===== src/include/cpu_consts.svh =====
`ifndef CPU_CONSTS_SVH
`define CPU_CONSTS_SVH

// Instruction word layout, bit 15 down to bit 0
//   [15:14] group, [13:12] skip, [11:10] jump type, [9:8] condition select
//   [7:4] ARGA, [3:0] ARGB, and [7:0] doubles as the 8-bit immediate of a jump

`define GPF_RANGE 15:14      // instruction group field
`define SKIPF_RANGE 13:12    // condition handling, bit 1 applies the condition, bit 0 inverts it
`define JPF_RANGE 11:10      // jump type field
`define CCF_RANGE 9:8        // selects one of the four flags
`define ARGB_RANGE 3:0       // register B index in the low nibble
`define IMM8_RANGE 7:0       // jump immediate byte spans ARGA and ARGB

// group codes, only the jump group is decoded in this slice
`define GROUP_JUMP 2'b10

// jump types as carried in the JPF field
`define JPF_ABS_R 2'b00      // absolute through register B
`define JPF_ABS_U8H 2'b01    // absolute to immediate high byte with base low byte
`define JPF_REL_S8 2'b10     // relative by signed immediate byte
`define JPF_REL_U8H 2'b11    // relative by immediate high byte with base low byte

// operand sources for the B side of the target adder
`define ALUB_SRCX_REG_B 3'b000   // register B value as read
`define ALUB_SRCX_U8H 3'b011     // immediate byte on top of register low byte
`define ALUB_SRCX_S8 3'b100      // sign-extended immediate byte

// where the register B read address comes from
`define REGB_ADDRX_ARGB 2'b00    // ARGB field of the instruction
`define REGB_ADDRX_RB 2'b01      // fixed base register

// the all-zero word stops the machine
`define INSTRUCTION_HALT 16'h0000

// base register that supplies the low byte for the U8H forms
`define REG_RB 4'd1

`endif


===== src/verilog/cpuPkg.sv =====
`default_nettype none

package cpuPkg;

	typedef logic [15:0] instrT;    // one instruction word
	typedef logic [15:0] wordT;     // data word held in a register
	typedef logic [15:0] addrT;     // program address, one word per step
	typedef logic [3:0] regAddrT;   // index into the 16-entry register file
	typedef logic [3:0] flagsT;     // condition flags indexed by the 2-bit select

	// four phases of every instruction, in the order they run
	typedef enum logic [1:0] {
		phaseFetch = 2'd0,      // instruction word is sampled at the end of this cycle
		phaseDecode = 2'd1,     // decoder output settles from the latched word
		phaseExecute = 2'd2,    // operand and target are formed
		phaseCommit = 2'd3      // pc is written at the end of this cycle
	} phaseT;

	// everything the branch unit needs from the jump decoder
	typedef struct packed {
		logic pcEnable;         // low only for HALT so pc holds
		logic isJump;           // unconditional jump
		logic ccApply;          // jump depends on the selected flag
		logic ccInvert;         // take the jump when the flag is clear instead
		logic [1:0] ccSelect;   // which of the four flags is tested
		logic relative;         // target is pc plus operand rather than the operand itself
		logic [1:0] regBAddrSel;    // ARGB field or base register as read address
		logic [2:0] aluBSrc;    // how the jump operand is built
	} jumpCtrlT;

endpackage

`default_nettype wire


===== src/verilog/jumpGroupDecoder.sv =====
`timescale 1ns/1ns
`default_nettype none
`include "cpu_consts.svh"

module jumpGroupDecoder import cpuPkg::*; (
	input wire instrT instruction,  // latched instruction word
	output jumpCtrlT ctrl           // pc and operand control for the branch unit
);

	logic [1:0] groupField;         // instruction group
	logic [1:0] skipField;          // condition handling bits
	logic [1:0] jumpType;           // one of the four jump forms
	logic [1:0] ccField;            // flag select

	assign groupField = instruction[`GPF_RANGE];
	assign skipField = instruction[`SKIPF_RANGE];
	assign jumpType = instruction[`JPF_RANGE];
	assign ccField = instruction[`CCF_RANGE];

	always_comb begin
		ctrl = '0;                  // quiet control unless a field below sets it

		// invert and select are plain field copies, they only matter with ccApply
		ctrl.ccInvert = skipField[0];
		ctrl.ccSelect = ccField;

		// outside the jump group nothing is ever taken
		if (groupField == `GROUP_JUMP) begin
			ctrl.isJump = ~skipField[1];    // skip bit clear means always jump
			ctrl.ccApply = skipField[1];    // skip bit set makes the jump conditional
		end

		// every word but HALT moves the pc on
		if (instruction == `INSTRUCTION_HALT) begin
			ctrl.pcEnable = 1'b0;
		end else begin
			ctrl.pcEnable = 1'b1;
		end

		// jump type picks the operand source, the register read address and the mode
		case (jumpType)
			`JPF_ABS_R: begin
				ctrl.aluBSrc = `ALUB_SRCX_REG_B;    // full register value is the target
				ctrl.regBAddrSel = `REGB_ADDRX_ARGB;
				ctrl.relative = 1'b0;
			end

			`JPF_ABS_U8H: begin
				ctrl.aluBSrc = `ALUB_SRCX_U8H;      // immediate high byte, base low byte
				ctrl.regBAddrSel = `REGB_ADDRX_RB;
				ctrl.relative = 1'b0;
			end

			`JPF_REL_S8: begin
				ctrl.aluBSrc = `ALUB_SRCX_S8;       // short signed hop from this word
				ctrl.regBAddrSel = `REGB_ADDRX_ARGB;
				ctrl.relative = 1'b1;
			end

			`JPF_REL_U8H: begin
				ctrl.aluBSrc = `ALUB_SRCX_U8H;      // long hop built like the absolute form
				ctrl.regBAddrSel = `REGB_ADDRX_RB;
				ctrl.relative = 1'b1;
			end

			default: begin
				ctrl.aluBSrc = `ALUB_SRCX_REG_B;
				ctrl.regBAddrSel = `REGB_ADDRX_ARGB;
				ctrl.relative = 1'b0;
			end
		endcase
	end

endmodule

`default_nettype wire


===== config.mk =====
export PLATFORM = sky130hd
export DESIGN_NAME = jumpGroupDecoder
export DESIGN_NICKNAME = d
export VERILOG_FILES = /design/src/verilog/cpuPkg.sv /design/src/verilog/jumpGroupDecoder.sv
export VERILOG_INCLUDE_DIRS = /design/src /design/src/include
export SDC_FILE = /design/constraint.sdc
export NUM_CORES = 1
export LEC_CHECK = 0
export ABC_AREA = 1
export ABC_CLOCK_PERIOD_IN_PS = 800
export BUFFER_PORTS_ARGS = -buffer_cell sky130_fd_sc_hd__buf_2
export CORE_AREA = 2 2 39 41
export DETAILED_ROUTE_END_ITERATION = 12
export DIE_AREA = 0 0 41 43
export PLACE_DENSITY = 0.49
export SLEW_MARGIN = 20
export SYNTH_ARGS = -nofsm -noshare
export SYNTH_HDL_FRONTEND = slang
export SYNTH_SLANG_ARGS = --single-unit

===== constraint.sdc =====
create_clock -name vclk -period 0.8
set_input_delay 0.08 -clock vclk [all_inputs]
set_output_delay 0.08 -clock vclk [all_outputs]
set_load 0.005 [all_outputs]

==> results of run 1 <==
-- metrics by stage --
stage                     total power [uW]  instance area (um2)  util, %
after detailed placement              92.5                  238     17.2
after floorplan                       48.2                  135        -
after global placement                91.3                  238     17.2
after CTS                             92.7                  238     17.2
after global routing                   105                  238     17.2
final                                 91.1                  238     17.2
-- report_power, final --
part	internal, uW	switching, uW
sequential	0	0
clock	0	0
combinational	52.2	38.9
total	52.2	38.9
-- worst max-delay path by stage --
stage                     to  slack, ns  cells past startpoint
finish              ctrl[11]       0.10                      6
global placement    ctrl[11]       0.09                      6
detailed placement  ctrl[11]       0.09                      6
global route        ctrl[11]      0.008                      6
floorplan           ctrl[11]       0.36                      4
CTS                 ctrl[11]       0.09                      6
-- critical path, delay by kind of cell --
kind | cells | cell delay, ns
buf+inv | 2 | 0.24
simple gates | 4 | 0.31
-- logic make-up after synthesis --
logic type / share of synthesized area (%)
simple gates: 55.6
buf+inv: 41.7
other cells: 2.78
-- routing by layer --
metal	vias to the layer above	global-route usage, %
li1	115	-
met1	73	3.16
met2	13	9.06
met3	0	0
met4	0	0
met5	-	0
-- cell type report --
cell class | instances | area, um2
Timing Repair Buffer | 27 | 135
Tap cell | 16 | 20.0
Fill cell | 171 | 1150
Inverter | 1 | 3.75
Multi-Input combinational cell | 20 | 78.8
-- Yosys cell counts --
| library cell | count |
|---|---|
| inv_1 | 1 |
| clkbuf_1 | 2 |
| conb_1 | 1 |
| nor3b_1 | 1 |
| nand2_1 | 6 |
| nor2_1 | 12 |
| buf_4 | 6 |
-- cell usage in the layout, fill, tap and decap left out --
cell type,count
conb_1,1
inv_1,1
nor2_1,12
nor3b_1,1
nand2_1,6
buf_2,27
==> impl_results.md, run 1 <==
- Outcome: complete, no violations
- Final hold vios: 0
- Minimum clock period: 0.698 ns
- Hold-fix buffers, CTS: 0
- MaxCap Viol Count: 0
- Initial antenna violation count: 0
- Met3 WL: 60 um
- CP max stage delay: 0.12 ns
- WHS Endpoint: ctrl[8]
- Routed len/inst: 6.36 um
- RSZ-0062 raised after global routing: false
- Dpl hpwl: 378 um
- DRC: 0
- RePlAce Congestion: 0.539
- Nets: 66
- VDD IR max: 63.2 uV
- CP max-delay cell: buf_2
- Die H: 43 um
- Antenna diodes: 0
- Critical path, cell by cell: buf_2, nor2_1, nand2_1, nor2_1, nand2_1, buf_2
- Max Clk Rate: 1.43 GHz
- Placed Cells: 64
- Die W: 41 um
- Layout cells sized above 1: 56.3%
- Crit path DAT: 0.62 ns
- HP Start: instruction[12]
- Main area contributors after synthesis: buf_4, nor2_1, nand2_1, clkbuf_1, nor3b_1
- Layout area overhead: 75.9%
- Hold depth: 2
- Tot GR Track Use: 3.90%
- Number of port buffers: 27
- Final setup violation count: 0
- Hold Crit Class: in -> out
- Register area: 0 um2
- Synth Cell Area: 135 um2
- DR top layer: met3
- Synth top area share: 33.3%
- Vias: 201
- CP endpoint kind: primary output
- Detailed Route Iter0 Violations: 0
- Required time of the critical path: 0.72 ns
- Post-DRT Antenna Nets: 0
- Pre-CTS setup slack: 0.0882 ns
- Worst Setup Path Type: in -> out
- Yosys top cell by area: buf_4
- Number of global-route vias before repair: 146
- IO Pins: 28
- Post-CTS Setup Inserts: 0
- Pin count of the biggest net entering global routing: 6
- Synth Area per Inst: 4.66 um2
- Fin. max-slew vios: 0
- Final Cycle Share: 87.2%
- Total die area: 1760 um2
- Synth cell types: 7
- Worst Path Max Fanout: 5
- Fin cells: 64
- Metal1 wirelength: 152 um
- Gate Count Post-Synth: 29
- Setup TNS: 0 ns
- Mapped Nets: 45
- # rows: 14
- Seq_cells: 0
- Overflow after GRT: 0
- Sequential area share after synthesis: 0%
- Vias per cell: 3.14
- Drt pass-1 iters: 1
- Initial core utilization: 9.76%
- Pwr dens: 383 nW/um2
- Post-CTS Resized: 0
- Critical path origin: instruction[10]
- Leak: 0.000144 uW
- Setup WS post-layout: 0.102 ns
- Met2 WL: 194 um
- Hold WS: 0.342 ns
- Core box area: 1380 um2
- First-pass GRT wire length: 517 um
- Startpoint Class: input pin
- Final WL: 407 um
- Yosys warns: 0
- # clk buffers: 0
Power figures use the tool's default switching activity.
==> inputs of run 2 (changes only) <==
- ABC_CLOCK_PERIOD_IN_PS: 800 -> 900
- BUFFER_PORTS_ARGS: -buffer_cell sky130_fd_sc_hd__buf_2 -> -buffer_cell sky130_fd_sc_hd__buf_4
- clock period: 0.8 -> 0.9 ns (I/O delays scaled with it)
==> run 2 against run 1 <==
Net effect: final cell count is the same; design area grew 28%; sequential cell count is the same; clock-buffer cell count is the same; sequential share of layout area is the same; non-clock buffer count is the same; core utilization grew 4.9 points; largest cell class unchanged; via count grew 3.5%; first-iteration DRC count grew 2; routed wire length grew 9.1%; worst setup slack gained 0.074 ns; power grew 23%.
==> impl_results.md, run 2 (synthesis results as in run 1) <==
- Final hold vios: 0
- Hold-fix buffers, CTS: 0
- RSZ-0062 raised after global routing: false
- Drt pass-1 iters: 2
- Final Cycle Share: 80.4%
- Crit path DAT: 0.63 ns
- Leak: 0.000166 uW
- Met1 usage: 4.75%
- CP max-delay cell: buf_4
- Logic pwr share: 100.0%
- Post-DRT Antenna Nets: 0
- Outcome: complete, no violations
- Post-CTS Setup Inserts: 0
- Layout cells sized above 1: 56.3%
- Seq pwr share: 0%
- Fin cells: 64
- Placed Cells: 64
- Seq_cells: 0
- Die W: 41 um
- Worst Setup Path Type: in -> out
- GRT met3 Usage: 0%
- Final WL: 444 um
- Fin. max-slew vios: 0
- Most frequent cells in the layout: buf_4, nor2_1, nand2_1
- DRC: 0
- Vias per cell: 3.25
- # rows: 14
- Minimum clock period: 0.724 ns
- Switching share of total power: 31.5%
- Detailed Route Iter0 Violations: 2
- Setup TNS: 0 ns
- Max Clk Rate: 1.38 GHz
- Clock power share: 0%
- First-pass GRT wire length: 586 um
- Initial core utilization: 9.76%
- Overflow after GRT: 0
- Vias: 208
- Die H: 43 um
- Core box area: 1380 um2
- Layout area overhead: 126%
- Met2 Track Usage GR: 9.06%
- Final Cell Area: 305 um2
- Total power: 112 uW
- IO Pins: 28
- Number of global-route vias before repair: 169
- CP max stage delay: 0.13 ns
- Antenna diodes: 0
- RePlAce Congestion: 0.557
- Register area: 0 um2
- Hold depth: 2
- Area after DPL: 305 um2
- Pwr dens: 368 nW/um2
- Final setup violation count: 0
- Hold WS: 0.356 ns
- Commonest non-fill, non-tap cell in the layout: buf_4
- Critical path, cell by cell: buf_4, nor2_1, nand2_1, nor2_1, nand2_1, buf_4
- Nets: 66
- Startpoint Class: input pin
- Pin count of the biggest net entering global routing: 6
- Hold Crit Class: in -> out
- Initial antenna violation count: 0
- Tot GR Track Use: 4.40%
- VDD IR max: 65.5 uV
- CP endpoint kind: primary output
- Worst Path Max Fanout: 3
- Switching power of the nets: 35.4 uW
- Pint: 77.0 uW
- Most Crowded Layer GR: met2
- # clk buffers: 0
- Post-CTS Resized: 0
- Number of port buffers: 27
- Total die area: 1760 um2
- Routed len/inst: 6.94 um
- MaxCap Viol Count: 0
- Required time of the critical path: 0.81 ns
run 2: cell types whose count changed in the layout (fill, tap and decap cells not counted):
cell   before  now
buf_2      27    0
buf_4       0   27
run 2: area by class of cell:
| cell class | count | area [um2] |
|---|---|---|
| timing repair buffer | 27 | 203 |
| inverter | 1 | 3.75 |
| tap | 16 | 20.0 |
| fill | 165 | 1080 |
| multi-input combinational | 20 | 78.8 |
run 2: critical path, delay by kind of cell:
family | cells | cell delay [ns]
AND/OR/NAND/NOR | 4 | 0.29
buffers and inverters | 2 | 0.25
run 2: through the flow:
stage                     setup WS (ns)  util (%)
after floorplan                   0.439         -
after global placement            0.111      22.1
after detailed placement          0.149      22.1
after CTS                         0.149      22.1
after global routing             0.0464      22.1
final                             0.176      22.1
run 2: worst paths after layout:
| check | slack, ns | end | from |
|---|---|---|---|
| setup / recovery | 0.18 | ctrl[11] | instruction[13] |
| hold / removal | 0.36 | ctrl[6] | instruction[8] |
run 2: power groups by stage:
stage / combinational, uW / sequential (uW) / clock, uW
floorplan: 42.9 / 0 / 0
global placement: 114 / 0 / 0
detailed placement: 114 / 0 / 0
CTS: 114 / 0 / 0
global route: 124 / 0 / 0
finish: 112 / 0 / 0
run 2: metal layers:
layer | vias to the layer above | wire length (um)
li1 | 116 | -
met1 | 79 | 153
met2 | 13 | 215
met3 | 0 | 75
met4 | 0 | 0
met5 | - | 0
