**src/include/cpu_consts.svh**
```systemverilog
`ifndef CPU_CONSTS_SVH
`define CPU_CONSTS_SVH

// Instruction word layout, bit 15 down to bit 0
//   [15:14] group, [13:12] skip, [11:10] jump type, [9:8] condition select
//   [7:4] ARGA, [3:0] ARGB, and [7:0] doubles as the 8-bit immediate of a jump

`define GPF_RANGE 15:14      // instruction group field
`define SKIPF_RANGE 13:12    // condition handling, bit 1 applies the condition, bit 0 inverts it
`define JPF_RANGE 11:10      // jump type field
`define CCF_RANGE 9:8        // selects one of the four flags
`define ARGB_RANGE 3:0       // register B index in the low nibble
`define IMM8_RANGE 7:0       // jump immediate byte spans ARGA and ARGB

// group codes, only the jump group is decoded in this slice
`define GROUP_JUMP 2'b10

// jump types as carried in the JPF field
`define JPF_ABS_R 2'b00      // absolute through register B
`define JPF_ABS_U8H 2'b01    // absolute to immediate high byte with base low byte
`define JPF_REL_S8 2'b10     // relative by signed immediate byte
`define JPF_REL_U8H 2'b11    // relative by immediate high byte with base low byte

// operand sources for the B side of the target adder
`define ALUB_SRCX_REG_B 3'b000   // register B value as read
`define ALUB_SRCX_U8H 3'b011     // immediate byte on top of register low byte
`define ALUB_SRCX_S8 3'b100      // sign-extended immediate byte

// where the register B read address comes from
`define REGB_ADDRX_ARGB 2'b00    // ARGB field of the instruction
`define REGB_ADDRX_RB 2'b01      // fixed base register

// the all-zero word stops the machine
`define INSTRUCTION_HALT 16'h0000

// base register that supplies the low byte for the U8H forms
`define REG_RB 4'd1

`endif

```
**src/verilog/cpuPkg.sv**
```systemverilog
`default_nettype none

package cpuPkg;

	typedef logic [15:0] instrT;    // one instruction word
	typedef logic [15:0] wordT;     // data word held in a register
	typedef logic [15:0] addrT;     // program address, one word per step
	typedef logic [3:0] regAddrT;   // index into the 16-entry register file
	typedef logic [3:0] flagsT;     // condition flags indexed by the 2-bit select

	// four phases of every instruction, in the order they run
	typedef enum logic [1:0] {
		phaseFetch = 2'd0,      // instruction word is sampled at the end of this cycle
		phaseDecode = 2'd1,     // decoder output settles from the latched word
		phaseExecute = 2'd2,    // operand and target are formed
		phaseCommit = 2'd3      // pc is written at the end of this cycle
	} phaseT;

	// everything the branch unit needs from the jump decoder
	typedef struct packed {
		logic pcEnable;         // low only for HALT so pc holds
		logic isJump;           // unconditional jump
		logic ccApply;          // jump depends on the selected flag
		logic ccInvert;         // take the jump when the flag is clear instead
		logic [1:0] ccSelect;   // which of the four flags is tested
		logic relative;         // target is pc plus operand rather than the operand itself
		logic [1:0] regBAddrSel;    // ARGB field or base register as read address
		logic [2:0] aluBSrc;    // how the jump operand is built
	} jumpCtrlT;

endpackage

`default_nettype wire

```
**src/verilog/phaseSequencer.sv**
```systemverilog
`timescale 1ns/1ns
`default_nettype none

module phaseSequencer import cpuPkg::*; (
	input wire logic CLK,
	input wire logic reset,
	input wire logic haltReq,       // decoder saw the HALT word
	output logic fetch,             // high while the next word is sampled
	output logic decode,
	output logic execute,
	output logic commit,            // pc update cycle
	output logic halted             // stays set until reset once HALT commits
);

	phaseT phase;                   // current position in the four-phase ring

	always_ff @(posedge CLK) begin
		if (reset) begin
			phase <= phaseFetch;    // every run starts by fetching from pc 0
			halted <= 1'b0;
		end else if (!halted) begin // a halted machine parks in fetch
			case (phase)
				phaseFetch: phase <= phaseDecode;
				phaseDecode: phase <= phaseExecute;
				phaseExecute: phase <= phaseCommit;
				phaseCommit: begin
					phase <= phaseFetch;    // wrap to the next instruction
					halted <= haltReq;      // HALT is only honoured at its own commit
				end
				default: phase <= phaseFetch;
			endcase
		end
	end

	// strobes are plain decodes of the phase register
	assign fetch = (phase == phaseFetch) && !halted;    // masked so no new word is taken
	assign decode = (phase == phaseDecode);
	assign execute = (phase == phaseExecute);
	assign commit = (phase == phaseCommit);

endmodule

`default_nettype wire

```
**config.mk**
```make
export PLATFORM = sky130hd
export DESIGN_NAME = phaseSequencer
export DESIGN_NICKNAME = d
export VERILOG_FILES = /design/src/include/cpu_consts.svh /design/src/verilog/cpuPkg.sv /design/src/verilog/phaseSequencer.sv
export SDC_FILE = /design/constraint.sdc
export NUM_CORES = 1
export LEC_CHECK = 0
export BUFFER_PORTS_ARGS = -buffer_cell sky130_fd_sc_hd__clkbuf_2
export CORE_AREA = 10 10 47 49
export CTS_CLUSTER_DIAMETER = 200
export DETAILED_ROUTE_END_ITERATION = 7
export DIE_AREA = 0 0 57 59
export HOLD_SLACK_MARGIN = 0.12
export PLACE_DENSITY = 0.39
export SLEW_MARGIN = 30
export SYNTH_ARGS = -nofsm -noshare
export SYNTH_HDL_FRONTEND = slang
export SYNTH_SLANG_ARGS = --single-unit
```
**constraint.sdc**
```tcl
create_clock -name CLK -period 1.1 [get_ports CLK]
set_input_delay 0.055 -clock CLK [delete_from_list [all_inputs] [get_ports CLK]]
set_output_delay 0.055 -clock CLK [all_outputs]
set_load 0.01 [all_outputs]
```
==> flow_summary.html, run 1 <==
<table>
<tr><th>Metric</th><th>Value</th></tr>
<tr><th colspan="2">Finish</th></tr>
<tr><td>Ratio of cells with drive above 1 in the final layout</td><td>0.667</td></tr>
<tr><td>Count of fill cells added during filler insertion</td><td>approximately 160</td></tr>
<tr><td>Final net count</td><td>slightly above 40</td></tr>
<tr><td>Final Instance Area</td><td>319 um^2</td></tr>
<tr><td>Ant. Diodes</td><td>0</td></tr>
<tr><td>Growth of design area from synthesis to finish</td><td>97.7%</td></tr>
<tr><th colspan="2">STA</th></tr>
<tr><td>Crit path setup slack, layout</td><td>-0.0162 ns</td></tr>
<tr><td>Headroom to the max-slew limit</td><td>0.854</td></tr>
<tr><td>Hold Worst Slack</td><td>0.557 ns</td></tr>
<tr><td>Actual slew at the worst max-slew pin</td><td>around 0.22 ns</td></tr>
<tr><td>Highest achievable clock rate</td><td>0.896 GHz</td></tr>
<tr><td>Post-route fraction of the period consumed by the critical path</td><td>1.01</td></tr>
<tr><td>Count of endpoints failing hold in the final timing report</td><td>0</td></tr>
<tr><td>Final count of pins violating max slew</td><td>0</td></tr>
<tr><td>Setup repair after global routing missed its margin</td><td>yes</td></tr>
<tr><td>Clock skew</td><td>0.000674 ns</td></tr>
<tr><td>Shortest clock period the worst path allows after layout</td><td>1.12 ns</td></tr>
<tr><td>Final-report setup violation count</td><td>1</td></tr>
<tr><th colspan="2">Synth</th></tr>
<tr><td>Part of the Yosys area used for sequential elements</td><td>0.372</td></tr>
<tr><td>Synthesized area per cell</td><td>approximately 10 um^2</td></tr>
<tr><td>Number of distinct library cells after synthesis</td><td>9</td></tr>
<tr><td>Number of nets in the synthesized netlist</td><td>23</td></tr>
<tr><td>Flip-flop and latch count after synthesis</td><td>3</td></tr>
<tr><td>Summed instance area of the synthesized netlist</td><td>161 um^2</td></tr>
<tr><td>Cell count after synthesis</td><td>16</td></tr>
<tr><td>Synth Warn #</td><td>0</td></tr>
<tr><th colspan="2">Drt</th></tr>
<tr><td>Post-Route WL</td><td>456 um</td></tr>
<tr><td>DR DRC count</td><td>0</td></tr>
<tr><td>Routed length per placed instance</td><td>9.31 um</td></tr>
<tr><td>Antenna-violating nets left</td><td>0</td></tr>
<tr><td>Initial DRC Count</td><td>4</td></tr>
<tr><td>Number of vias per cell after detailed routing</td><td>3.59</td></tr>
<tr><td>Routed vias</td><td>176</td></tr>
<tr><td>Number of iterations in the first detailed-routing pass</td><td>2</td></tr>
<tr><th colspan="2">Critical path</th></tr>
<tr><td>CP Data Arrival Time</td><td>~1.1 ns</td></tr>
<tr><td>Worst reg-to-reg path cell count</td><td>5</td></tr>
<tr><td>Worst Setup Start Kind</td><td>flip-flop</td></tr>
<tr><td>CP endpoint kind</td><td>output pin</td></tr>
<tr><td>Largest fanout on the critical path</td><td>3</td></tr>
<tr><td>Category of the most critical setup path</td><td>reg2out</td></tr>
<tr><td>Cell with the biggest individual delay on the critical path</td><td>dfxtp_2</td></tr>
<tr><td>Slowest stage delay, CP</td><td>0.32 ns</td></tr>
<tr><td>List of cells traversed by the critical path</td><td>inv_2 &gt; ha_4 &gt; and2b_2 &gt; buf_6</td></tr>
<tr><td>CP required</td><td>1.04 ns</td></tr>
<tr><th colspan="2">Power</th></tr>
<tr><td>Pleak</td><td>0.147 nW</td></tr>
<tr><td>Maximum resistive drop on vdd</td><td>around 0.0014 V</td></tr>
<tr><td>P per Cell Area</td><td>roughly 2900 nW/um^2</td></tr>
<tr><td>Total Power</td><td>0.000935 W</td></tr>
<tr><th colspan="2">Die</th></tr>
<tr><td>Width of the die</td><td>57 um</td></tr>
<tr><td>Die area</td><td>3360 um^2</td></tr>
<tr><td>Die span in y</td><td>about 59 um</td></tr>
<tr><td>Num rows</td><td>14</td></tr>
<tr><td>Initial Util</td><td>0.115</td></tr>
<tr><td>Ports</td><td>8</td></tr>
<tr><td>Area of the core</td><td>1400 um^2</td></tr>
<tr><th colspan="2">CTS</th></tr>
<tr><td>Number of clock buffers inserted by TritonCTS</td><td>3</td></tr>
<tr><td>Clock tree from TritonCTS</td><td>yes</td></tr>
<tr><td>Clock Sinks</td><td>3</td></tr>
<tr><td>Number of H-tree levels</td><td>1</td></tr>
<tr><td>CTS max path bufs</td><td>2</td></tr>
<tr><td>Buffer type at the clock tree root</td><td>clkbuf_4</td></tr>
<tr><td>Clk_lat worst skew</td><td>0.23 ns</td></tr>
<tr><td>Clock-pin slew of the registers on the worst-case setup and hold paths</td><td>approximately 0.040 ns</td></tr>
<tr><th colspan="2">Placement</th></tr>
<tr><td>Total placed instance area</td><td>around 220 um^2</td></tr>
<tr><td>Sum of net half-perimeters after detailed placement</td><td>322 um</td></tr>
<tr><td>Number of buffers added on ports</td><td>7</td></tr>
<tr><td>RD Place Congestion</td><td>0.550</td></tr>
<tr><th colspan="2">Outcome</th></tr>
<tr><td>Violated checks</td><td>negative setup slack</td></tr>
<tr><td>Run status</td><td>complete, but fails checks</td></tr>
<tr><th colspan="2">Global routing</th></tr>
<tr><td>Gr ovfl total</td><td>0</td></tr>
<tr><td>Pin count of the biggest net entering global routing</td><td>7</td></tr>
<tr><td>Antenna violations before repair</td><td>0</td></tr>
<tr><td>Vias in the first global route</td><td>189</td></tr>
<tr><td>Wire length of the first global-routing pass</td><td>between 700 and 800 um</td></tr>
<tr><td>GRT Resource Usage Total</td><td>0.0298</td></tr>
<tr><th colspan="2">Worst hold path</th></tr>
<tr><td>Number of cells on the worst hold path</td><td>3</td></tr>
<tr><td>Class of the tightest hold or removal check</td><td>in2reg</td></tr>
<tr><th colspan="2">Job</th></tr>
<tr><td>Total of max-cap violations</td><td>0</td></tr>
</table>
==> registers in the layout, summed over array words and instances, names as in the netlist <==
register	count
halted	1
phase	2
==> through the flow <==
stage               utilization  TNS, ns  cells  worst slack, ns
CTS                       0.214  -0.0175     48          -0.0175
detailed placement        0.154        0     39           0.0688
global route              0.228  -0.0577     49          -0.0576
finish                    0.228  -0.0162     49          -0.0162
floorplan                     -        0     16            0.151
global placement          0.154        0     39            0.115
==> cell families after synthesis <==
kind of cell	after synthesis	share of synthesized area
adder cells (fa/ha/maj)	4	0.310
flip-flops	3	0.372
buffers and inverters	2	0.0465
AND/OR/NAND/NOR	4	0.132
multiplexers	1	0.0620
AO/OA/AOI/OAI	2	0.0775
==> power by group <==
group / total [W] / switching, W / internal, W / leakage [nW]
Combinational: 0.000550 / 0.000241 / 0.000309 / 0.107
Clock: 0.000192 / 0.0000560 / 0.000136 / 0.0150
Sequential: 0.000193 / 0.0000326 / 0.000160 / 0.0253
Total: 0.000935 / 0.000330 / 0.000605 / 0.147
==> area by class of cell <==
type                            count  area [um^2]  area share
Multi-Input combinational cell     11          111       0.349
Timing Repair Buffer               13         91.3       0.286
Sequential cell                     3         62.6       0.196
Clock buffer                        4         26.3      0.0824
Tap cell                           16         20.0      0.0627
Inverter                            2         7.51      0.0235
==> critical path: cells and delay by family (launching register included) <==
| kind | cells | cell delay [ns] |
|---|---|---|
| flip-flops | 1 | 0.32 |
| AND/OR/NAND/NOR | 1 | 0.19 |
| buffers and inverters | 2 | 0.18 |
| adder cells (fa/ha/maj) | 1 | 0.15 |
==> final timing paths <==
| check | startpoint | endpoint | slack [ns] |
|---|---|---|---|
| worst max-delay path | phase[0] | fetch | -0.02 |
| worst min-delay path | reset | phase[1] | 0.56 |
| worst max register to register | phase[0] | phase[0] | 0.10 |
| worst min register to register | halted | phase[0] | 0.58 |
==> layout by cell type (no fill, tap or decap) <==
cell type and instances:
clkbuf_2 4, buf_4 4, clkbuf_4 3, inv_2 2, nor2_1 2, ha_2 2, dlygate4sd3_1 2, buf_2 2
dfxtp_2 2, and2b_2 1, a21oi_1 1, mux2i_1 1, nor3_1 1, a211oi_1 1, ha_4 1, ha_1 1
clkbuf_1 1, dfxtp_1 1, buf_6 1
==> cell usage after synthesis <==
| cell | instances | area, um^2 |
|---|---|---|
| ha_1 | 4 | 50.1 |
| dfxtp_1 | 3 | 60.1 |
| inv_1 | 2 | 7.51 |
| nor2_1 | 2 | 7.51 |
| a211oi_1 | 1 | 7.51 |
| a21oi_1 | 1 | 5.00 |
| and2b_2 | 1 | 8.76 |
| mux2i_1 | 1 | 10.0 |
| nor3_1 | 1 | 5.00 |
==> layer usage <==
metal,vias up,global-route usage,share of wire
met5,-,0,0
met2,8,0.0341,0.35
met1,83,0.0379,0.60
li1,85,-,-
met3,0,0.0258,0.050
met4,0,0.0101,0
==> timing repair <==
action | 4_1_cts | 5_1_grt
setup buffers | 3 | 1
pin swaps | 1 | 1
endpoints found under the setup margin | 1 | 3
gates resized for setup | 6 | 6
endpoints found under the hold margin | 3 | 0
hold buffers | 2 | 0
(Power assumes the default switching activity.)
==> inputs of run 2 (changes only) <==
- PLACE_DENSITY: 0.39 -> 0.3
==> run 2 against run 1 <==
The flow still finishes with violations (negative setup slack). Fmax fell by 0.40%. Cell count is the same. Power rose by 7.3%. Clock-buffer cell count unchanged. Clock skew grew 0.0025 ns. Wire length up 1.1%. Worst setup slack worse by 0.0045 ns. Combinational power grew 13%. Critical path depth unchanged. Critical path type unchanged. Critical endpoint unchanged. Largest power group unchanged.
==> flow_summary.html, run 2 (synthesized netlist as in run 1, its figures left out) <==
<table>
<tr><th>Metric</th><th>Value</th></tr>
<tr><th colspan="2">Finish</th></tr>
<tr><td>FF/Latch Area</td><td>62.6 um^2 (unchanged)</td></tr>
<tr><td>Register with the highest flop count</td><td>phase</td></tr>
<tr><td>Ratio of cells with drive above 1 in the final layout</td><td>0.697 (+0.0303)</td></tr>
<tr><td>Largest register FFs</td><td>2 (unchanged)</td></tr>
<tr><td>Count of placed standard cells in the final layout, fillers left out</td><td>49 (unchanged)</td></tr>
<tr><td>Count of fill cells added during filler insertion</td><td>161 (-1.2%)</td></tr>
<tr><td>Final net count</td><td>41 (unchanged)</td></tr>
<tr><td>Area used by multi-input combinational logic</td><td>124 um^2 (+11%)</td></tr>
<tr><td>Ant. Diodes</td><td>0 (unchanged)</td></tr>
<tr><td>Most frequent standard cell in the layout excluding fill and tap cells</td><td>buf_4</td></tr>
<tr><td>Commonest cells after routing, fill and taps aside</td><td>buf_4 (4), clkbuf_4 (3), clkbuf_2 (3), buf_6 (3)</td></tr>
<tr><td>Biggest regs</td><td>phase (2), halted (1)</td></tr>
<tr><td>Growth of design area from synthesis to finish</td><td>113%</td></tr>
<tr><th colspan="2">Outcome</th></tr>
<tr><td>Violated checks</td><td>negative setup slack</td></tr>
<tr><td>Run status</td><td>complete, but fails checks</td></tr>
<tr><th colspan="2">CTS</th></tr>
<tr><td>Clk_lat worst skew</td><td>0.23 ns (about the same)</td></tr>
<tr><td>Clock-pin slew of the registers on the worst-case setup and hold paths</td><td>0.04 ns (about the same)</td></tr>
<tr><td>CTS max path bufs</td><td>2 (unchanged)</td></tr>
<tr><td>Clock Sinks</td><td>3 (unchanged)</td></tr>
<tr><td>Clock tree from TritonCTS</td><td>yes</td></tr>
<tr><td>Buffer type at the clock tree root</td><td>clkbuf_4</td></tr>
<tr><td>Number of H-tree levels</td><td>1 (unchanged)</td></tr>
<tr><td>Number of clock buffers inserted by TritonCTS</td><td>3 (unchanged)</td></tr>
<tr><th colspan="2">Power</th></tr>
<tr><td>Pleak</td><td>0.150 nW (+1.9%)</td></tr>
<tr><td>Total Power</td><td>0.00100 W (+7.3%)</td></tr>
<tr><td>Maximum resistive drop on vdd</td><td>0.00102 V (-26%)</td></tr>
<tr><td>P per Cell Area</td><td>2920 nW/um^2 (-0.47%)</td></tr>
<tr><th colspan="2">STA</th></tr>
<tr><td>Setup repair after global routing missed its margin</td><td>yes</td></tr>
<tr><td>Final count of pins violating max slew</td><td>0 (unchanged)</td></tr>
<tr><td>Actual slew at the worst max-slew pin</td><td>0.207 ns (-0.0117 ns)</td></tr>
<tr><td>Headroom to the max-slew limit</td><td>0.862 (+0.00784)</td></tr>
<tr><td>Count of endpoints failing hold in the final timing report</td><td>0 (unchanged)</td></tr>
<tr><td>Final-report setup violation count</td><td>1 (unchanged)</td></tr>
<tr><td>Shortest clock period the worst path allows after layout</td><td>1.12 ns (+0.00451 ns)</td></tr>
<tr><td>Highest achievable clock rate</td><td>0.892 GHz (-0.40%)</td></tr>
<tr><td>Clock skew</td><td>0.00314 ns (+0.00247 ns)</td></tr>
<tr><td>Crit path setup slack, layout</td><td>-0.0207 ns (-0.00451 ns)</td></tr>
<tr><td>Post-route fraction of the period consumed by the critical path</td><td>1.02 (+0.00410)</td></tr>
<tr><th colspan="2">Critical path</th></tr>
<tr><td>Largest fanout on the critical path</td><td>2 (-1)</td></tr>
<tr><td>Worst Setup Start Kind</td><td>flip-flop</td></tr>
<tr><td>CP endpoint kind</td><td>output pin</td></tr>
<tr><td>CP Data Arrival Time</td><td>1.07 ns (about the same)</td></tr>
<tr><td>CP required</td><td>1.04 ns (about the same)</td></tr>
<tr><td>Category of the most critical setup path</td><td>reg2out</td></tr>
<tr><th colspan="2">Drt</th></tr>
<tr><td>Routed length per placed instance</td><td>9.41 um (+1.1%)</td></tr>
<tr><td>Post-Route WL</td><td>461 um (+1.1%)</td></tr>
<tr><td>Routed vias</td><td>168 (-4.5%)</td></tr>
<tr><td>Number of iterations in the first detailed-routing pass</td><td>4 (+2)</td></tr>
<tr><td>Number of vias per cell after detailed routing</td><td>3.43 (-4.5%)</td></tr>
<tr><td>DR DRC count</td><td>0 (unchanged)</td></tr>
<tr><td>Initial DRC Count</td><td>1 (-3)</td></tr>
<tr><td>Antenna-violating nets left</td><td>0 (unchanged)</td></tr>
<tr><th colspan="2">Die</th></tr>
<tr><td>Die area</td><td>3360 um^2 (unchanged)</td></tr>
<tr><td>Initial Util</td><td>0.115 (unchanged)</td></tr>
<tr><td>Width of the die</td><td>57 um (unchanged)</td></tr>
<tr><td>Ports</td><td>8 (unchanged)</td></tr>
<tr><td>Die span in y</td><td>59 um (unchanged)</td></tr>
<tr><td>Num rows</td><td>14 (unchanged)</td></tr>
<tr><td>Area of the core</td><td>1400 um^2 (unchanged)</td></tr>
<tr><th colspan="2">Placement</th></tr>
<tr><td># placed instances</td><td>39 (unchanged)</td></tr>
<tr><td>RD Place Congestion</td><td>0.566 (+2.8%)</td></tr>
<tr><td>Number of buffers added on ports</td><td>7 (unchanged)</td></tr>
<tr><td>Sum of net half-perimeters after detailed placement</td><td>332 um (+2.9%)</td></tr>
<tr><th colspan="2">Job</th></tr>
<tr><td>Total of max-cap violations</td><td>0 (unchanged)</td></tr>
<tr><th colspan="2">Global routing</th></tr>
<tr><td>Wire length of the first global-routing pass</td><td>779 um (+0.91%)</td></tr>
<tr><td>Pin count of the biggest net entering global routing</td><td>7 (unchanged)</td></tr>
<tr><td>GRT Resource Usage Total</td><td>0.0319 (+0.00216)</td></tr>
<tr><td>Vias in the first global route</td><td>168 (-11%)</td></tr>
<tr><td>Gr ovfl total</td><td>0 (unchanged)</td></tr>
<tr><td>Antenna violations before repair</td><td>0 (unchanged)</td></tr>
<tr><th colspan="2">Worst hold path</th></tr>
<tr><td>Class of the tightest hold or removal check</td><td>reg2reg</td></tr>
</table>
run 2: changes by cell type in the layout (fill, tap and decap cells not counted):
| cell | previous run | this run |
|---|---|---|
| buf_6 | 1 | 3 |
| buf_2 | 2 | 1 |
| clkbuf_2 | 4 | 3 |
| ha_1 | 1 | 0 |
| ha_4 | 1 | 2 |
run 2: power breakdown:
| part | switching, W | total, W | internal, W |
|---|---|---|---|
| combinational | 0.000264 | 0.000620 | 0.000356 |
| clock | 0.0000548 | 0.000191 | 0.000136 |
| sequential | 0.0000330 | 0.000194 | 0.000161 |
run 2: per-stage QoR:
step / cell area (um^2) / setup WS [ns] / setup TNS [ns] / utilization / hold WS [ns]
global placement: 216 / 0.0655 / 0 / 0.154 / 0.265
detailed placement: 216 / 0.0771 / 0 / 0.154 / 0.267
finish: 344 / -0.0207 / -0.0207 / 0.246 / 0.506
floorplan: 161 / 0.151 / 0 / - / 0.127
global route: 344 / -0.0624 / -0.0624 / 0.246 / 0.530
CTS: 300 / -0.0281 / -0.0281 / 0.214 / 0.513
run 2: layout make-up:
class	instances	share of cell area
timing repair buffer	13	0.302
sequential	3	0.182
inverter	2	0.0218
tap	16	0.0582
clock buffer	4	0.0764
multi-input combinational	11	0.360
run 2: what timing repair did:
| item | 4_1_cts | 5_1_grt |
|---|---|---|
| gates resized for setup | 6 | 11 |
| setup buffers | 3 | 1 |
| hold endpoints to repair | 3 | 0 |
| pin swaps | 0 | 1 |
| hold buffers | 2 | 0 |
| endpoints found under the setup margin | 1 | 4 |
run 2: critical path: stages (launching register included):
cell     delay (ns)
dfxtp_2        0.33
inv_2          0.05
ha_4           0.15
and2b_2        0.19
buf_6          0.12
run 2: worst paths after layout:
path | endpoint | start | slack [ns] | cells past startpoint
max | fetch | phase[1] | -0.02 | 4
min | phase[0] | phase[0] | 0.51 | 2
max reg2reg | phase[0] | phase[1] | 0.09 | 5
min reg2reg | phase[0] | phase[0] | 0.51 | 2
run 2: per-layer routing:
metal / global-route usage / part of all wire / vias to the layer above
li1: - / - / 85
met1: 0.0355 / 0.50 / 73
met2: 0.0295 / 0.37 / 10
met3: 0.0343 / 0.13 / 0
met4: 0.0302 / 0 / 0
met5: 0 / 0 / -
