**src/include/cpu_consts.svh**
```systemverilog
`ifndef CPU_CONSTS_SVH
`define CPU_CONSTS_SVH

// Instruction word layout, bit 15 down to bit 0
//   [15:14] group, [13:12] skip, [11:10] jump type, [9:8] condition select
//   [7:4] ARGA, [3:0] ARGB, and [7:0] doubles as the 8-bit immediate of a jump

`define GPF_RANGE 15:14      // instruction group field
`define SKIPF_RANGE 13:12    // condition handling, bit 1 applies the condition, bit 0 inverts it
`define JPF_RANGE 11:10      // jump type field
`define CCF_RANGE 9:8        // selects one of the four flags
`define ARGB_RANGE 3:0       // register B index in the low nibble
`define IMM8_RANGE 7:0       // jump immediate byte spans ARGA and ARGB

// group codes, only the jump group is decoded in this slice
`define GROUP_JUMP 2'b10

// jump types as carried in the JPF field
`define JPF_ABS_R 2'b00      // absolute through register B
`define JPF_ABS_U8H 2'b01    // absolute to immediate high byte with base low byte
`define JPF_REL_S8 2'b10     // relative by signed immediate byte
`define JPF_REL_U8H 2'b11    // relative by immediate high byte with base low byte

// operand sources for the B side of the target adder
`define ALUB_SRCX_REG_B 3'b000   // register B value as read
`define ALUB_SRCX_U8H 3'b011     // immediate byte on top of register low byte
`define ALUB_SRCX_S8 3'b100      // sign-extended immediate byte

// where the register B read address comes from
`define REGB_ADDRX_ARGB 2'b00    // ARGB field of the instruction
`define REGB_ADDRX_RB 2'b01      // fixed base register

// the all-zero word stops the machine
`define INSTRUCTION_HALT 16'h0000

// base register that supplies the low byte for the U8H forms
`define REG_RB 4'd1

`endif

```
**src/verilog/cpuPkg.sv**
```systemverilog
`default_nettype none

package cpuPkg;

	typedef logic [15:0] instrT;    // one instruction word
	typedef logic [15:0] wordT;     // data word held in a register
	typedef logic [15:0] addrT;     // program address, one word per step
	typedef logic [3:0] regAddrT;   // index into the 16-entry register file
	typedef logic [3:0] flagsT;     // condition flags indexed by the 2-bit select

	// four phases of every instruction, in the order they run
	typedef enum logic [1:0] {
		phaseFetch = 2'd0,      // instruction word is sampled at the end of this cycle
		phaseDecode = 2'd1,     // decoder output settles from the latched word
		phaseExecute = 2'd2,    // operand and target are formed
		phaseCommit = 2'd3      // pc is written at the end of this cycle
	} phaseT;

	// everything the branch unit needs from the jump decoder
	typedef struct packed {
		logic pcEnable;         // low only for HALT so pc holds
		logic isJump;           // unconditional jump
		logic ccApply;          // jump depends on the selected flag
		logic ccInvert;         // take the jump when the flag is clear instead
		logic [1:0] ccSelect;   // which of the four flags is tested
		logic relative;         // target is pc plus operand rather than the operand itself
		logic [1:0] regBAddrSel;    // ARGB field or base register as read address
		logic [2:0] aluBSrc;    // how the jump operand is built
	} jumpCtrlT;

endpackage

`default_nettype wire

```
**src/verilog/branchUnit.sv**
```systemverilog
`timescale 1ns/1ns
`default_nettype none
`include "cpu_consts.svh"

module branchUnit import cpuPkg::*; (
	input wire logic CLK,
	input wire logic reset,
	input wire jumpCtrlT ctrl,          // from the jump decoder
	input wire instrT instruction,      // latched word, source of ARGB and the immediate
	input wire flagsT flags,            // condition flags from outside the slice
	input wire logic commit,            // pc is only written in this phase
	output regAddrT regBAddr,           // register file read address
	input wire wordT regBData,          // value read at regBAddr
	output addrT pc,                    // address of the instruction in flight
	output logic jumpTaken              // high for the commit cycle of a taken jump
);

	logic [7:0] imm8;                   // jump immediate byte
	wordT operand;                      // B side of the target computation
	addrT target;                       // where a taken jump goes
	logic flagBit;                      // the flag picked by ccSelect
	logic taken;                        // jump decision for the current word

	assign imm8 = instruction[`IMM8_RANGE];

	// U8H forms always read the base register, the others read ARGB
	always_comb begin
		if (ctrl.regBAddrSel == `REGB_ADDRX_RB) begin
			regBAddr = `REG_RB;
		end else begin
			regBAddr = instruction[`ARGB_RANGE];
		end
	end

	// build the operand the way the ALU B mux would
	always_comb begin
		case (ctrl.aluBSrc)
			`ALUB_SRCX_REG_B: operand = regBData;   // register as it stands
			`ALUB_SRCX_U8H: operand = {imm8, regBData[7:0]};    // immediate over base low byte
			`ALUB_SRCX_S8: operand = {{8{imm8[7]}}, imm8};      // sign-extend the byte
			default: operand = regBData;
		endcase
	end

	// relative targets count from the jump's own address
	assign target = ctrl.relative ? addrT'(pc + operand) : addrT'(operand);

	// condition test, invert flips the sense of the chosen flag
	assign flagBit = flags[ctrl.ccSelect];
	assign taken = ctrl.isJump || (ctrl.ccApply && (flagBit ^ ctrl.ccInvert));

	assign jumpTaken = commit && taken;  // only visible while the pc is being written

	// pc moves once per instruction, at the edge that ends commit
	always_ff @(posedge CLK) begin
		if (reset) begin
			pc <= '0;                   // execution starts at address zero
		end else if (commit) begin
			if (taken) begin
				pc <= target;
			end else if (ctrl.pcEnable) begin
				pc <= pc + addrT'(1);   // fall through to the next word
			end
			// HALT leaves pc where it is
		end
	end

endmodule

`default_nettype wire

```
**config.mk**
```make
export PLATFORM = sky130hd
export DESIGN_NAME = branchUnit
export DESIGN_NICKNAME = d
export VERILOG_FILES = /design/src/verilog/cpuPkg.sv /design/src/verilog/branchUnit.sv
export VERILOG_INCLUDE_DIRS = /design/src /design/src/include
export SDC_FILE = /design/constraint.sdc
export NUM_CORES = 1
export LEC_CHECK = 0
export BUFFER_PORTS_ARGS = -buffer_cell sky130_fd_sc_hd__clkbuf_2
export CORE_ASPECT_RATIO = 0.7
export CORE_MARGIN = 5
export CORE_UTILIZATION = 40
export DETAILED_ROUTE_END_ITERATION = 12
export GPL_ROUTABILITY_DRIVEN = 1
export PLACE_DENSITY_LB_ADDON = 0.1
export SLEW_MARGIN = 20
export SYNTH_ARGS = -nofsm -noshare
export SYNTH_HDL_FRONTEND = slang
export SYNTH_SLANG_ARGS = --single-unit
```
**constraint.sdc**
```tcl
create_clock -name CLK -period 4.7 [get_ports CLK]
set_clock_uncertainty 0.1 [all_clocks]
set_input_delay 0.94 -clock CLK [delete_from_list [all_inputs] [get_ports CLK]]
set_output_delay 0.94 -clock CLK [all_outputs]
set_load 0.02 [all_outputs]
```
==> results.json, run 1 <==
{
  "outcome": "finished clean",
  "cts_sinks": 16,
  "initial_drc_count": 128,
  "place.detailed.hpwl_microns": 5500,
  "die_height_microns": 73.4,
  "grt_antenna_before_repair": 0,
  "period_share": 0.874,
  "grt_usage": 0.181,
  "n_antenna_cell": 0,
  "crit_fanout": 9,
  "placed_cell_area_sq_mm": 0.00261,
  "viasPerCell": 5.65,
  "vdd_ir_drop_max_v": 0.0000782,
  "power_density_cells_mw_per_mm2": 229,
  "ys_seq_elements": 16,
  "grt_max_degree": 29,
  "fin_nets": 438,
  "cts_inserted_buffers": 3,
  "wire_length_after_detailed_routing_microns": 6820,
  "clkTransAtPathRegs_ns": 0.06,
  "synth.cells.most_frequent": "sky130_fd_sc_hd__a21oi_1, sky130_fd_sc_hd__o21ai_0, sky130_fd_sc_hd__nand2_1",
  "drtPass1Iterations": 4,
  "non_filler_cells_in_the_finished_layout": 441,
  "synth_enable_flop_cells": 0,
  "max_slew_margin": 0.637,
  "setup.reg_to_reg.worst_slack_ns": 1.76,
  "critPathCaptureType": "flop",
  "ctsResizeCount": 0,
  "timing.hold.worst.class": "flop to flop",
  "synth_area_per_cell_sq_um": 7.31,
  "die_width_microns": 101,
  "synth_top_area_share": 0.140,
  "synth_flop_cell": "sky130_fd_sc_hd__dfxtp_1",
  "regMostFlops": "pc",
  "fp.dieArea_sq_mm": 0.00738,
  "core_box_area_sq_mm": 0.00564,
  "crit_required_ns": 4.75,
  "cts-root-buf": "sky130_fd_sc_hd__clkbuf_8",
  "final_core_utilization": 0.470,
  "final_layout_size_suffix_gt1_frac": 0.240,
  "slew_violations": 0,
  "grt_first_pass_wirelength_microns": 10700,
  "vias": 2490,
  "synth.net_count": 384,
  "min_period_ns": 4.11,
  "holdBufCountCts": 0,
  "max_stage_delay_ns": 0.44,
  "initial_utilization": 0.407,
  "htree_levels": 1,
  "setup_viol_count_final": 0,
  "top_regs": "pc x16",
  "gpl.final_weighted_congestion": 0.862,
  "placed_cells": 438,
  "io_buffer_count": 63,
  "achievable-frequency_mhz": 243,
  "mappedNetlistArea_sq_mm": 0.00229,
  "setup_tns_ns": 0,
  "layout.cell_area.non_filler_sq_mm": 0.00265,
  "critical_path_class": "input pin to flop",
  "cp_cell_sequence": "clkbuf_2, nor3b_1, buf_4, mux2_2, fa_1, a21o_1, a221oi_2, o21bai_1, o22ai_1, xnor2_1, mux2i_1, a2111oi_2",
  "p_leak_uw": 0.00116,
  "worst_slew_pin_slew_ns": 0.530,
  "overflow": 0,
  "flip_flop_count_of_the_largest_register_after_layout": 16,
  "synth.lib_cells_used.distinct": 56,
  "fillCellCount": 607,
  "final_antenna_net_count": 0,
  "ys_top_cells_by_area": "sky130_fd_sc_hd__dfxtp_1, sky130_fd_sc_hd__ha_1, sky130_fd_sc_hd__a21oi_1",
  "route.detailed.drc": 0,
  "worstPathArrival_ns": 4.16,
  "cpMaxStageDelayCell": "sky130_fd_sc_hd__fa_1",
  "yosys.cell_count.top_type": "sky130_fd_sc_hd__a21oi_1",
  "yosys_warnings": 0,
  "setup_repair_after_global_routing_missed_its_margin": "false",
  "row_count": 23,
  "first_global_vias": 2140,
  "cts_tree": "built",
  "synth.yosys.seq_area_share": 0.140,
  "clk-insertion-delay-late_ns": 0.25,
  "netlist.top_cell.by_area": "sky130_fd_sc_hd__dfxtp_1",
  "synth-async-reset-ratio": 0,
  "area.sequential_sq_um": 320,
  "post-cts-setup-buffer-count": 0,
  "max_cap_viol_count": 0,
  "worstSetupStartpointType": "input pin",
  "area_overhead_vs_synth_pct": 15.6,
  "syn_inst": 314,
  "cts.path.max_buffers": 2,
  "routedWlPerCell_microns": 15.5,
  "num_io_pins": 72,
  "hold_viol_final": 0,
  "multi_input_area_sq_mm": 0.00185
}
[through the flow]
step	hold slack, ns	total power, uW	worst slack, ns
floorplan	0.479	417	0.609
global placement	0.455	499	0.341
detailed placement	0.459	503	0.315
CTS	0.470	609	0.570
global route	0.523	654	0.374
finish	0.469	607	0.592
[routing by layer]
| metal | up-vias | GRT usage | part of all wire | routed length, microns |
|---|---|---|---|---|
| li1 | 1277 | - | - | - |
| met1 | 1113 | 0.301 | 0.53 | 3630 |
| met2 | 96 | 0.244 | 0.39 | 2640 |
| met3 | 4 | 0.0199 | 0.076 | 516 |
| met4 | 0 | 0.0269 | 0.0060 | 41 |
| met5 | - | 0 | 0 | 0 |
[critical path: cells and delay by family]
kind                     cells  cell delay [ns]
AO/OA/AOI/OAI                5             1.41
XOR/XNOR                     1             0.13
adder cells (fa/ha/maj)      1             0.44
buffers and inverters        2             0.41
multiplexers                 2             0.51
AND/OR/NAND/NOR              1             0.32
[cell families (layout without fill, tap and decap cells)]
family | Yosys count | count (layout) | synth area share
buffers and inverters | 21 | 73 | 0.0551
adder cells (fa/ha/maj) | 19 | 19 | 0.107
AND/OR/NAND/NOR | 105 | 105 | 0.219
flip-flops | 16 | 16 | 0.140
AO/OA/AOI/OAI | 124 | 124 | 0.347
multiplexers | 16 | 16 | 0.0802
XOR/XNOR | 13 | 13 | 0.0529
[layout make-up]
type / instances / share of cell area
repair buffers: 65 / 0.125
multi-input cells: 277 / 0.697
clock buffers: 3 / 0.0156
well taps: 75 / 0.0354
flip-flops and latches: 16 / 0.121
inverters: 5 / 0.00708
[where the power goes]
| part | leakage (uW) | switching [uW] | internal (uW) |
|---|---|---|---|
| registers | 0.000132 | 24.5 | 149 |
| clock network | 0.0000216 | 47.4 | 56.9 |
| logic | 0.00101 | 191 | 138 |
[cell usage in the layout, fill, tap and decap left out, drive strengths merged, types with 2 or more instances in the layout]
cell,n
a31oi,7
nand3,10
xor2,6
nand2b,7
a21boi,2
a221oi,2
o22ai,6
clkbuf,66
nor3b,2
and3,4
xnor2,7
a211o,3
a21o,13
or2,3
nand4,3
or3,4
nand2,28
o211ai,4
buf,2
nor3,9
a21oi,37
mux2,9
mux2i,6
o21bai,5
inv,5
and2,3
o21ai,34
a211oi,4
ha,18
dfxtp,16
nor2,28
[final timing paths]
check / to / cells after the start / startpoint
max reg2reg: pc[14] / 9 / pc[0]
min: pc[2] / 2 / pc[2]
min reg2reg: pc[2] / 2 / pc[2]
max: pc[14] / 12 / ctrl[2]
Power figures use the tool's default switching activity.
==> inputs of run 2 (changes only) <==
==> constraint.sdc (replaced) <==
create_clock -name CLK -period 5.14 [get_ports CLK]
set_clock_uncertainty 0.1 [all_clocks]
set_input_delay 1.028 -clock CLK [delete_from_list [all_inputs] [get_ports CLK]]
set_output_delay 1.028 -clock CLK [all_outputs]
set_load 0.02 [all_outputs]
==> run 2 against run 1 <==
Clock-buffer cell count increased by 1. Die area unchanged. Final area increased by 0.24%. Combinational power decreased by 9.4%. Via count decreased by 1.4%. Utilization increased by 0.11 points. Total power decreased by 5.8%.
==> results.json, run 2 (synthesis gave the netlist of run 1 again) <==
{
  "outcome": "finished clean",
  "first_global_vias": 2146,
  "routedWlPerCell_microns": 15.5,
  "io_buffer_count": 63,
  "n_antenna_cell": 0,
  "fin_nets": 437,
  "sequentialPowerShare": 0.279,
  "final_layout_size_suffix_gt1_frac": 0.240,
  "comb_power_share": 0.521,
  "drtPass1Iterations": 5,
  "worstRegToRegCells": 9,
  "critPathBufInv": 2,
  "area_overhead_vs_synth_pct": 15.9,
  "initial_utilization": 0.407,
  "vdd_ir_drop_max_v": 0.0000717,
  "fp.dieArea_sq_mm": 0.00738,
  "vias": 2455,
  "die_width_microns": 101,
  "wire_length_after_detailed_routing_microns": 6820,
  "power_density_cells_mw_per_mm2": 215,
  "cell_family_with_the_largest_share_of_critical_path_delay": "compound AO/OA/AOI/OAI gates",
  "grt_first_pass_wirelength_microns": 10700,
  "clkTransAtPathRegs_ns": 0.07,
  "achievable-frequency_mhz": 230,
  "worst_slew_pin_slew_ns": 0.535,
  "max_cap_viol_count": 0,
  "grt_antenna_before_repair": 0,
  "grt_usage": 0.181,
  "critical_path_class": "input pin to flop",
  "hold_viol_final": 0,
  "setup_repair_after_global_routing_missed_its_margin": "false",
  "switching_power_uw": 242,
  "crit_fanout": 18,
  "max_slew_margin": 0.633,
  "cts_tree": "built",
  "period_share": 0.848,
  "commonest_non_fill_non_tap_cell_in_the_layout": "sky130_fd_sc_hd__clkbuf_2",
  "hold_depth": 2,
  "flip_flop_count_of_the_largest_register_after_layout": 16,
  "clk-insertion-delay-late_ns": 0.25,
  "initial_drc_count": 139,
  "setup_viol_count_final": 0,
  "worstReg2RegStart": "pc[0]",
  "die_height_microns": 73.4,
  "netSwitchingFraction": 0.423,
  "p_leak_uw": 0.00117,
  "num_io_pins": 72,
  "cts_sinks": 16,
  "cts.path.max_buffers": 2,
  "row_count": 23,
  "viasPerCell": 5.57,
  "setup.reg_to_reg.worst_slack_ns": 2.13,
  "core_box_area_sq_mm": 0.00564,
  "cts-root-buf": "sky130_fd_sc_hd__clkbuf_8",
  "cts_inserted_buffers": 3,
  "min_period_ns": 4.36,
  "worst_hold_path.endpoint": "pc[6]",
  "htree_levels": 1,
  "holdBufCountCts": 0,
  "final_core_utilization": 0.471,
  "top_regs": "pc x16",
  "final_antenna_net_count": 0,
  "slew_violations": 0,
  "post-cts-setup-buffer-count": 0,
  "regMostFlops": "pc",
  "cp_cell_sequence": "clkbuf_2, nor3b_1, buf_4, mux2_2, ha_1, fa_1, a21o_1, a221oi_2, o21bai_1, o22ai_1, xnor2_1, mux2i_1, a2111oi_2",
  "grt_max_degree": 29,
  "critPathCaptureType": "flop",
  "worstSetupStartpointType": "input pin",
  "clkPwrFrac": 0.200,
  "placed_cells": 437,
  "worstPathArrival_ns": 4.41,
  "timing.hold.worst.class": "flop to flop",
  "non_filler_cells_in_the_finished_layout": 441,
  "rr_endpoint": "pc[14]",
  "route.detailed.drc": 0,
  "gpl.final_weighted_congestion": 0.860,
  "hp-start": "pc[6]",
  "final_cell_mix": "sky130_fd_sc_hd__clkbuf_2, sky130_fd_sc_hd__a21oi_1, sky130_fd_sc_hd__o21ai_0",
  "place.detailed.hpwl_microns": 5470,
  "setup_tns_ns": 0,
  "internal_power_uw": 330,
  "cpMaxStageDelayCell": "sky130_fd_sc_hd__fa_1",
  "crit_required_ns": 5.19,
  "overflow": 0,
  "max_stage_delay_ns": 0.42,
  "ctsResizeCount": 0
}
-- run 2: cell count changes in the layout (fill, tap and decap cells not counted), sizes merged --
| cell | delta |
|---|---|
| clkbuf | +1 |
| buf | -1 |
-- run 2: layout make-up --
cell class                      instances  area [sq um]
Multi-Input combinational cell        277          1850
Tap cell                               75          93.8
Clock buffer                            4          55.1
Inverter                                5          18.8
Timing Repair Buffer                   64           323
Sequential cell                        16           320
Fill cell                             598          2980
-- run 2: layer usage --
layer | track usage | vias up | part of all wire
li1 | - | 1276 | -
met1 | 0.296 | 1091 | 0.56
met2 | 0.243 | 86 | 0.37
met3 | 0.0275 | 2 | 0.069
met4 | 0.0314 | 0 | 0.0045
met5 | 0 | - | 0
-- run 2: power groups by stage --
stage	sequential (uW)	combinational, uW	clock [uW]
floorplan	170	212	0
global placement	162	294	0
detailed placement	162	296	0
CTS	159	298	115
global route	162	332	123
finish	160	298	115
-- run 2: worst max-delay path by stage --
stage / cells after the start / endpoint / from
6_report: 13 / pc[14] / ctrl[0]
5_1_grt: 13 / pc[14] / ctrl[0]
4_1_cts: 13 / pc[14] / ctrl[0]
3_5_place_dp: 13 / pc[14] / ctrl[0]
3_3_place_gp: 13 / pc[14] / ctrl[0]
2_1_floorplan: 13 / pc[14] / ctrl[1]
-- run 2: stage by stage --
stage	power, uW	worst slack (ns)	instance area [sq um]	hold slack [ns]
floorplan	381	0.961	2290	0.479
global route	617	0.522	2660	0.498
global placement	456	0.586	2600	0.456
finish	572	0.783	2660	0.471
CTS	572	0.787	2660	0.473
detailed placement	458	0.556	2600	0.460
-- run 2: tightest hold or removal path, cell delays in order (launching register included) --
cell and delay (ns):
sky130_fd_sc_hd__dfxtp_1 0.36, sky130_fd_sc_hd__a21oi_1 0.13, sky130_fd_sc_hd__nor2_1 0.05
==> inputs of run 3 (changes only) <==
--- a/config.mk
+++ b/config.mk
@@ -6,6 +6,7 @@
 export SDC_FILE = /design/constraint.sdc
 export NUM_CORES = 1
 export LEC_CHECK = 0
+export ABC_AREA = 1
 export BUFFER_PORTS_ARGS = -buffer_cell sky130_fd_sc_hd__clkbuf_2
 export CORE_ASPECT_RATIO = 0.7
 export CORE_MARGIN = 5
==> constraint.sdc (replaced) <==
create_clock -name CLK -period 3.5 [get_ports CLK]
set_clock_uncertainty 0.1 [all_clocks]
set_input_delay 0.7 -clock CLK [delete_from_list [all_inputs] [get_ports CLK]]
set_output_delay 0.7 -clock CLK [all_outputs]
set_load 0.02 [all_outputs]
==> run 3 against run 2 <==
Total power increased by 61%. Sequential share of layout area shrank 2.0 points. Hold slack about the same. Highest routed layer unchanged. Combinational power is 80% higher. Non-clock buffer count shrank 1. Largest power group unchanged. Utilization hardly changed. Critical endpoint is now pc[9].
==> results.json, run 3 <==
{
  "post-cts-setup-buffer-count": 0,
  "max_cap_viol_count": 0,
  "initial_drc_count": 189,
  "multi_input_area_sq_mm": 0.00208,
  "setup_viol_count_final": 0,
  "routedWlPerCell_microns": 12.9,
  "cts.path.max_buffers": 2,
  "grt_usage": 0.205,
  "crit_required_ns": 3.59,
  "area.sequential_sq_um": 320,
  "gpl.final_weighted_congestion": 0.937,
  "final_antenna_net_count": 0,
  "cts_sinks": 16,
  "cpMaxStageDelayCell": "sky130_fd_sc_hd__ha_1",
  "holdBufCountCts": 0,
  "worst_slew_pin_slew_ns": 0.516,
  "vias": 3265,
  "initial_utilization": 0.412,
  "die_height_microns": 79.8,
  "die_width_microns": 110,
  "worstPathArrival_ns": 3.13,
  "htree_levels": 1,
  "clk-insertion-delay-late_ns": 0.25,
  "place.detailed.hpwl_microns": 7310,
  "route.detailed.drc": 0,
  "finalHoldWorstSlack_ns": 0.471,
  "first_global_vias": 2945,
  "fillCellCount": 770,
  "flip_flop_count_of_the_largest_register_after_layout": 16,
  "synth_top_area_share": 0.251,
  "timing.hold.worst.class": "flop to flop",
  "vdd_ir_drop_max_v": 0.000205,
  "max_slew_margin": 0.656,
  "grt_max_degree": 23,
  "cts-root-buf": "sky130_fd_sc_hd__clkbuf_8",
  "grt_antenna_before_repair": 0,
  "ys_seq_elements": 16,
  "cp_cell_sequence": "clkbuf_2, nor2_2, nand2_4, nand2_4, nand2_4, o22ai_2, inv_1, ha_1, nand2_1, nor2_1, nand3_1, nand4_1, nand2_1, a21oi_1, nor2_1, nor2_1",
  "critPathBufInv": 2,
  "overflow": 0,
  "syn_inst": 523,
  "cts_inserted_buffers": 3,
  "fin_nets": 651,
  "slew_violations": 0,
  "viasPerCell": 4.85,
  "period_share": 0.867,
  "max_stage_delay_ns": 0.37,
  "ctsResizeCount": 0,
  "num_io_pins": 72,
  "setup_repair_after_global_routing_missed_its_margin": "false",
  "top_regs": "pc x16",
  "worstSetupStartpointType": "input pin",
  "io_buffer_count": 63,
  "fp.dieArea_sq_mm": 0.00876,
  "ys_top_cells_by_area": "sky130_fd_sc_hd__nand2_1, sky130_fd_sc_hd__dfxtp_1, sky130_fd_sc_hd__inv_1",
  "power_density_cells_mw_per_mm2": 289,
  "final_layout_size_suffix_gt1_frac": 0.161,
  "critPathCaptureType": "flop",
  "synth_flop_cell": "sky130_fd_sc_hd__dfxtp_1",
  "commonest_non_fill_non_tap_cell_in_the_layout": "sky130_fd_sc_hd__nand2_1",
  "regMostFlops": "pc",
  "achievable-frequency_mhz": 330,
  "synth-async-reset-ratio": 0,
  "min_period_ns": 3.03,
  "outcome": "finished clean",
  "critical_path_class": "input pin to flop",
  "grt_first_pass_wirelength_microns": 14200,
  "yosys.cell_count.top_type": "sky130_fd_sc_hd__nand2_1",
  "synth_area_per_cell_sq_um": 5.33,
  "synth.lib_cells_used.distinct": 31,
  "hold_viol_final": 0,
  "final_core_utilization": 0.472,
  "synth.cells.most_frequent": "sky130_fd_sc_hd__nand2_1, sky130_fd_sc_hd__inv_1, sky130_fd_sc_hd__nor2_1",
  "cell_family_with_the_largest_share_of_critical_path_delay": "simple AND/OR/NAND/NOR gates",
  "synth.net_count": 593,
  "setup.reg_to_reg.worst_slack_ns": 1.25,
  "core_box_area_sq_mm": 0.00676,
  "mappedNetlistArea_sq_mm": 0.00279,
  "n_antenna_cell": 0,
  "synth_enable_flop_cells": 0,
  "synth.yosys.seq_area_share": 0.115,
  "wire_length_after_detailed_routing_microns": 8690,
  "crit_fanout": 18,
  "final_cell_mix": "sky130_fd_sc_hd__nand2_1, sky130_fd_sc_hd__inv_1, sky130_fd_sc_hd__clkbuf_2",
  "drtPass1Iterations": 4,
  "clkTransAtPathRegs_ns": 0.06,
  "p_leak_uw": 0.00191,
  "row_count": 25,
  "yosys_warnings": 0,
  "netlist.top_cell.by_area": "sky130_fd_sc_hd__nand2_1",
  "area_overhead_vs_synth_pct": 14.4,
  "cts_tree": "built",
  "setup_tns_ns": 0
}
run 3: area by class of cell:
cell class | instances | share of cell area
Multi-Input combinational cell | 414 | 0.653
Sequential cell | 16 | 0.100
Timing Repair Buffer | 63 | 0.0989
Inverter | 83 | 0.0977
Tap cell | 94 | 0.0369
Clock buffer | 3 | 0.0130
run 3: per-layer routing:
metal / up-vias / GRT usage / part of all wire
li1: 1758 / - / -
met1: 1419 / 0.317 / 0.53
met2: 84 / 0.315 / 0.42
met3: 4 / 0.00808 / 0.049
met4: 0 / 0.0299 / 0.0041
met5: - / 0 / 0
run 3: cells by family after synthesis:
| logic type | after synthesis | synth area share |
|---|---|---|
| and+or+nand+nor | 336 | 0.525 |
| buffers and inverters | 93 | 0.138 |
| AOI/OAI and AO/OA | 46 | 0.0930 |
| adders and majority gates | 19 | 0.0880 |
| DFF | 16 | 0.115 |
| xor gates and xnor gates | 13 | 0.0409 |
run 3: power breakdown:
group	total, uW	switching, uW	internal, uW
Combinational	536	347	188
Clock	141	64.7	76.4
Sequential	244	42.4	202
run 3: final timing paths:
path	cells past startpoint	startpoint	end
worst max-delay path	16	ctrl[0]	pc[9]
worst min-delay path	2	pc[0]	pc[0]
worst max register to register	12	pc[0]	pc[8]
worst min register to register	2	pc[0]	pc[0]
run 3: per-stage QoR:
stage	area, sq um	cells	total power [uW]	worst slack [ns]
after floorplan	2790	523	624	0.862
after global placement	3150	670	774	0.250
after detailed placement	3150	670	777	0.246
after CTS	3190	673	924	0.509
after global routing	3190	673	1010	0.185
final	3190	673	921	0.466
run 3: worst reg2reg max path: stages (launching register included):
cell and delay [ns]:
sky130_fd_sc_hd__dfxtp_1 0.37, sky130_fd_sc_hd__ha_1 0.31, sky130_fd_sc_hd__fa_1 0.47, sky130_fd_sc_hd__nand3_1 0.15, sky130_fd_sc_hd__nand2_1 0.10, sky130_fd_sc_hd__nand2_1 0.08
sky130_fd_sc_hd__nand2_1 0.05, sky130_fd_sc_hd__nand2_1 0.05, sky130_fd_sc_hd__nand3_1 0.10, sky130_fd_sc_hd__nand3_1 0.12, sky130_fd_sc_hd__nand2_1 0.09, sky130_fd_sc_hd__nor2_1 0.11
sky130_fd_sc_hd__nor2_1 0.05
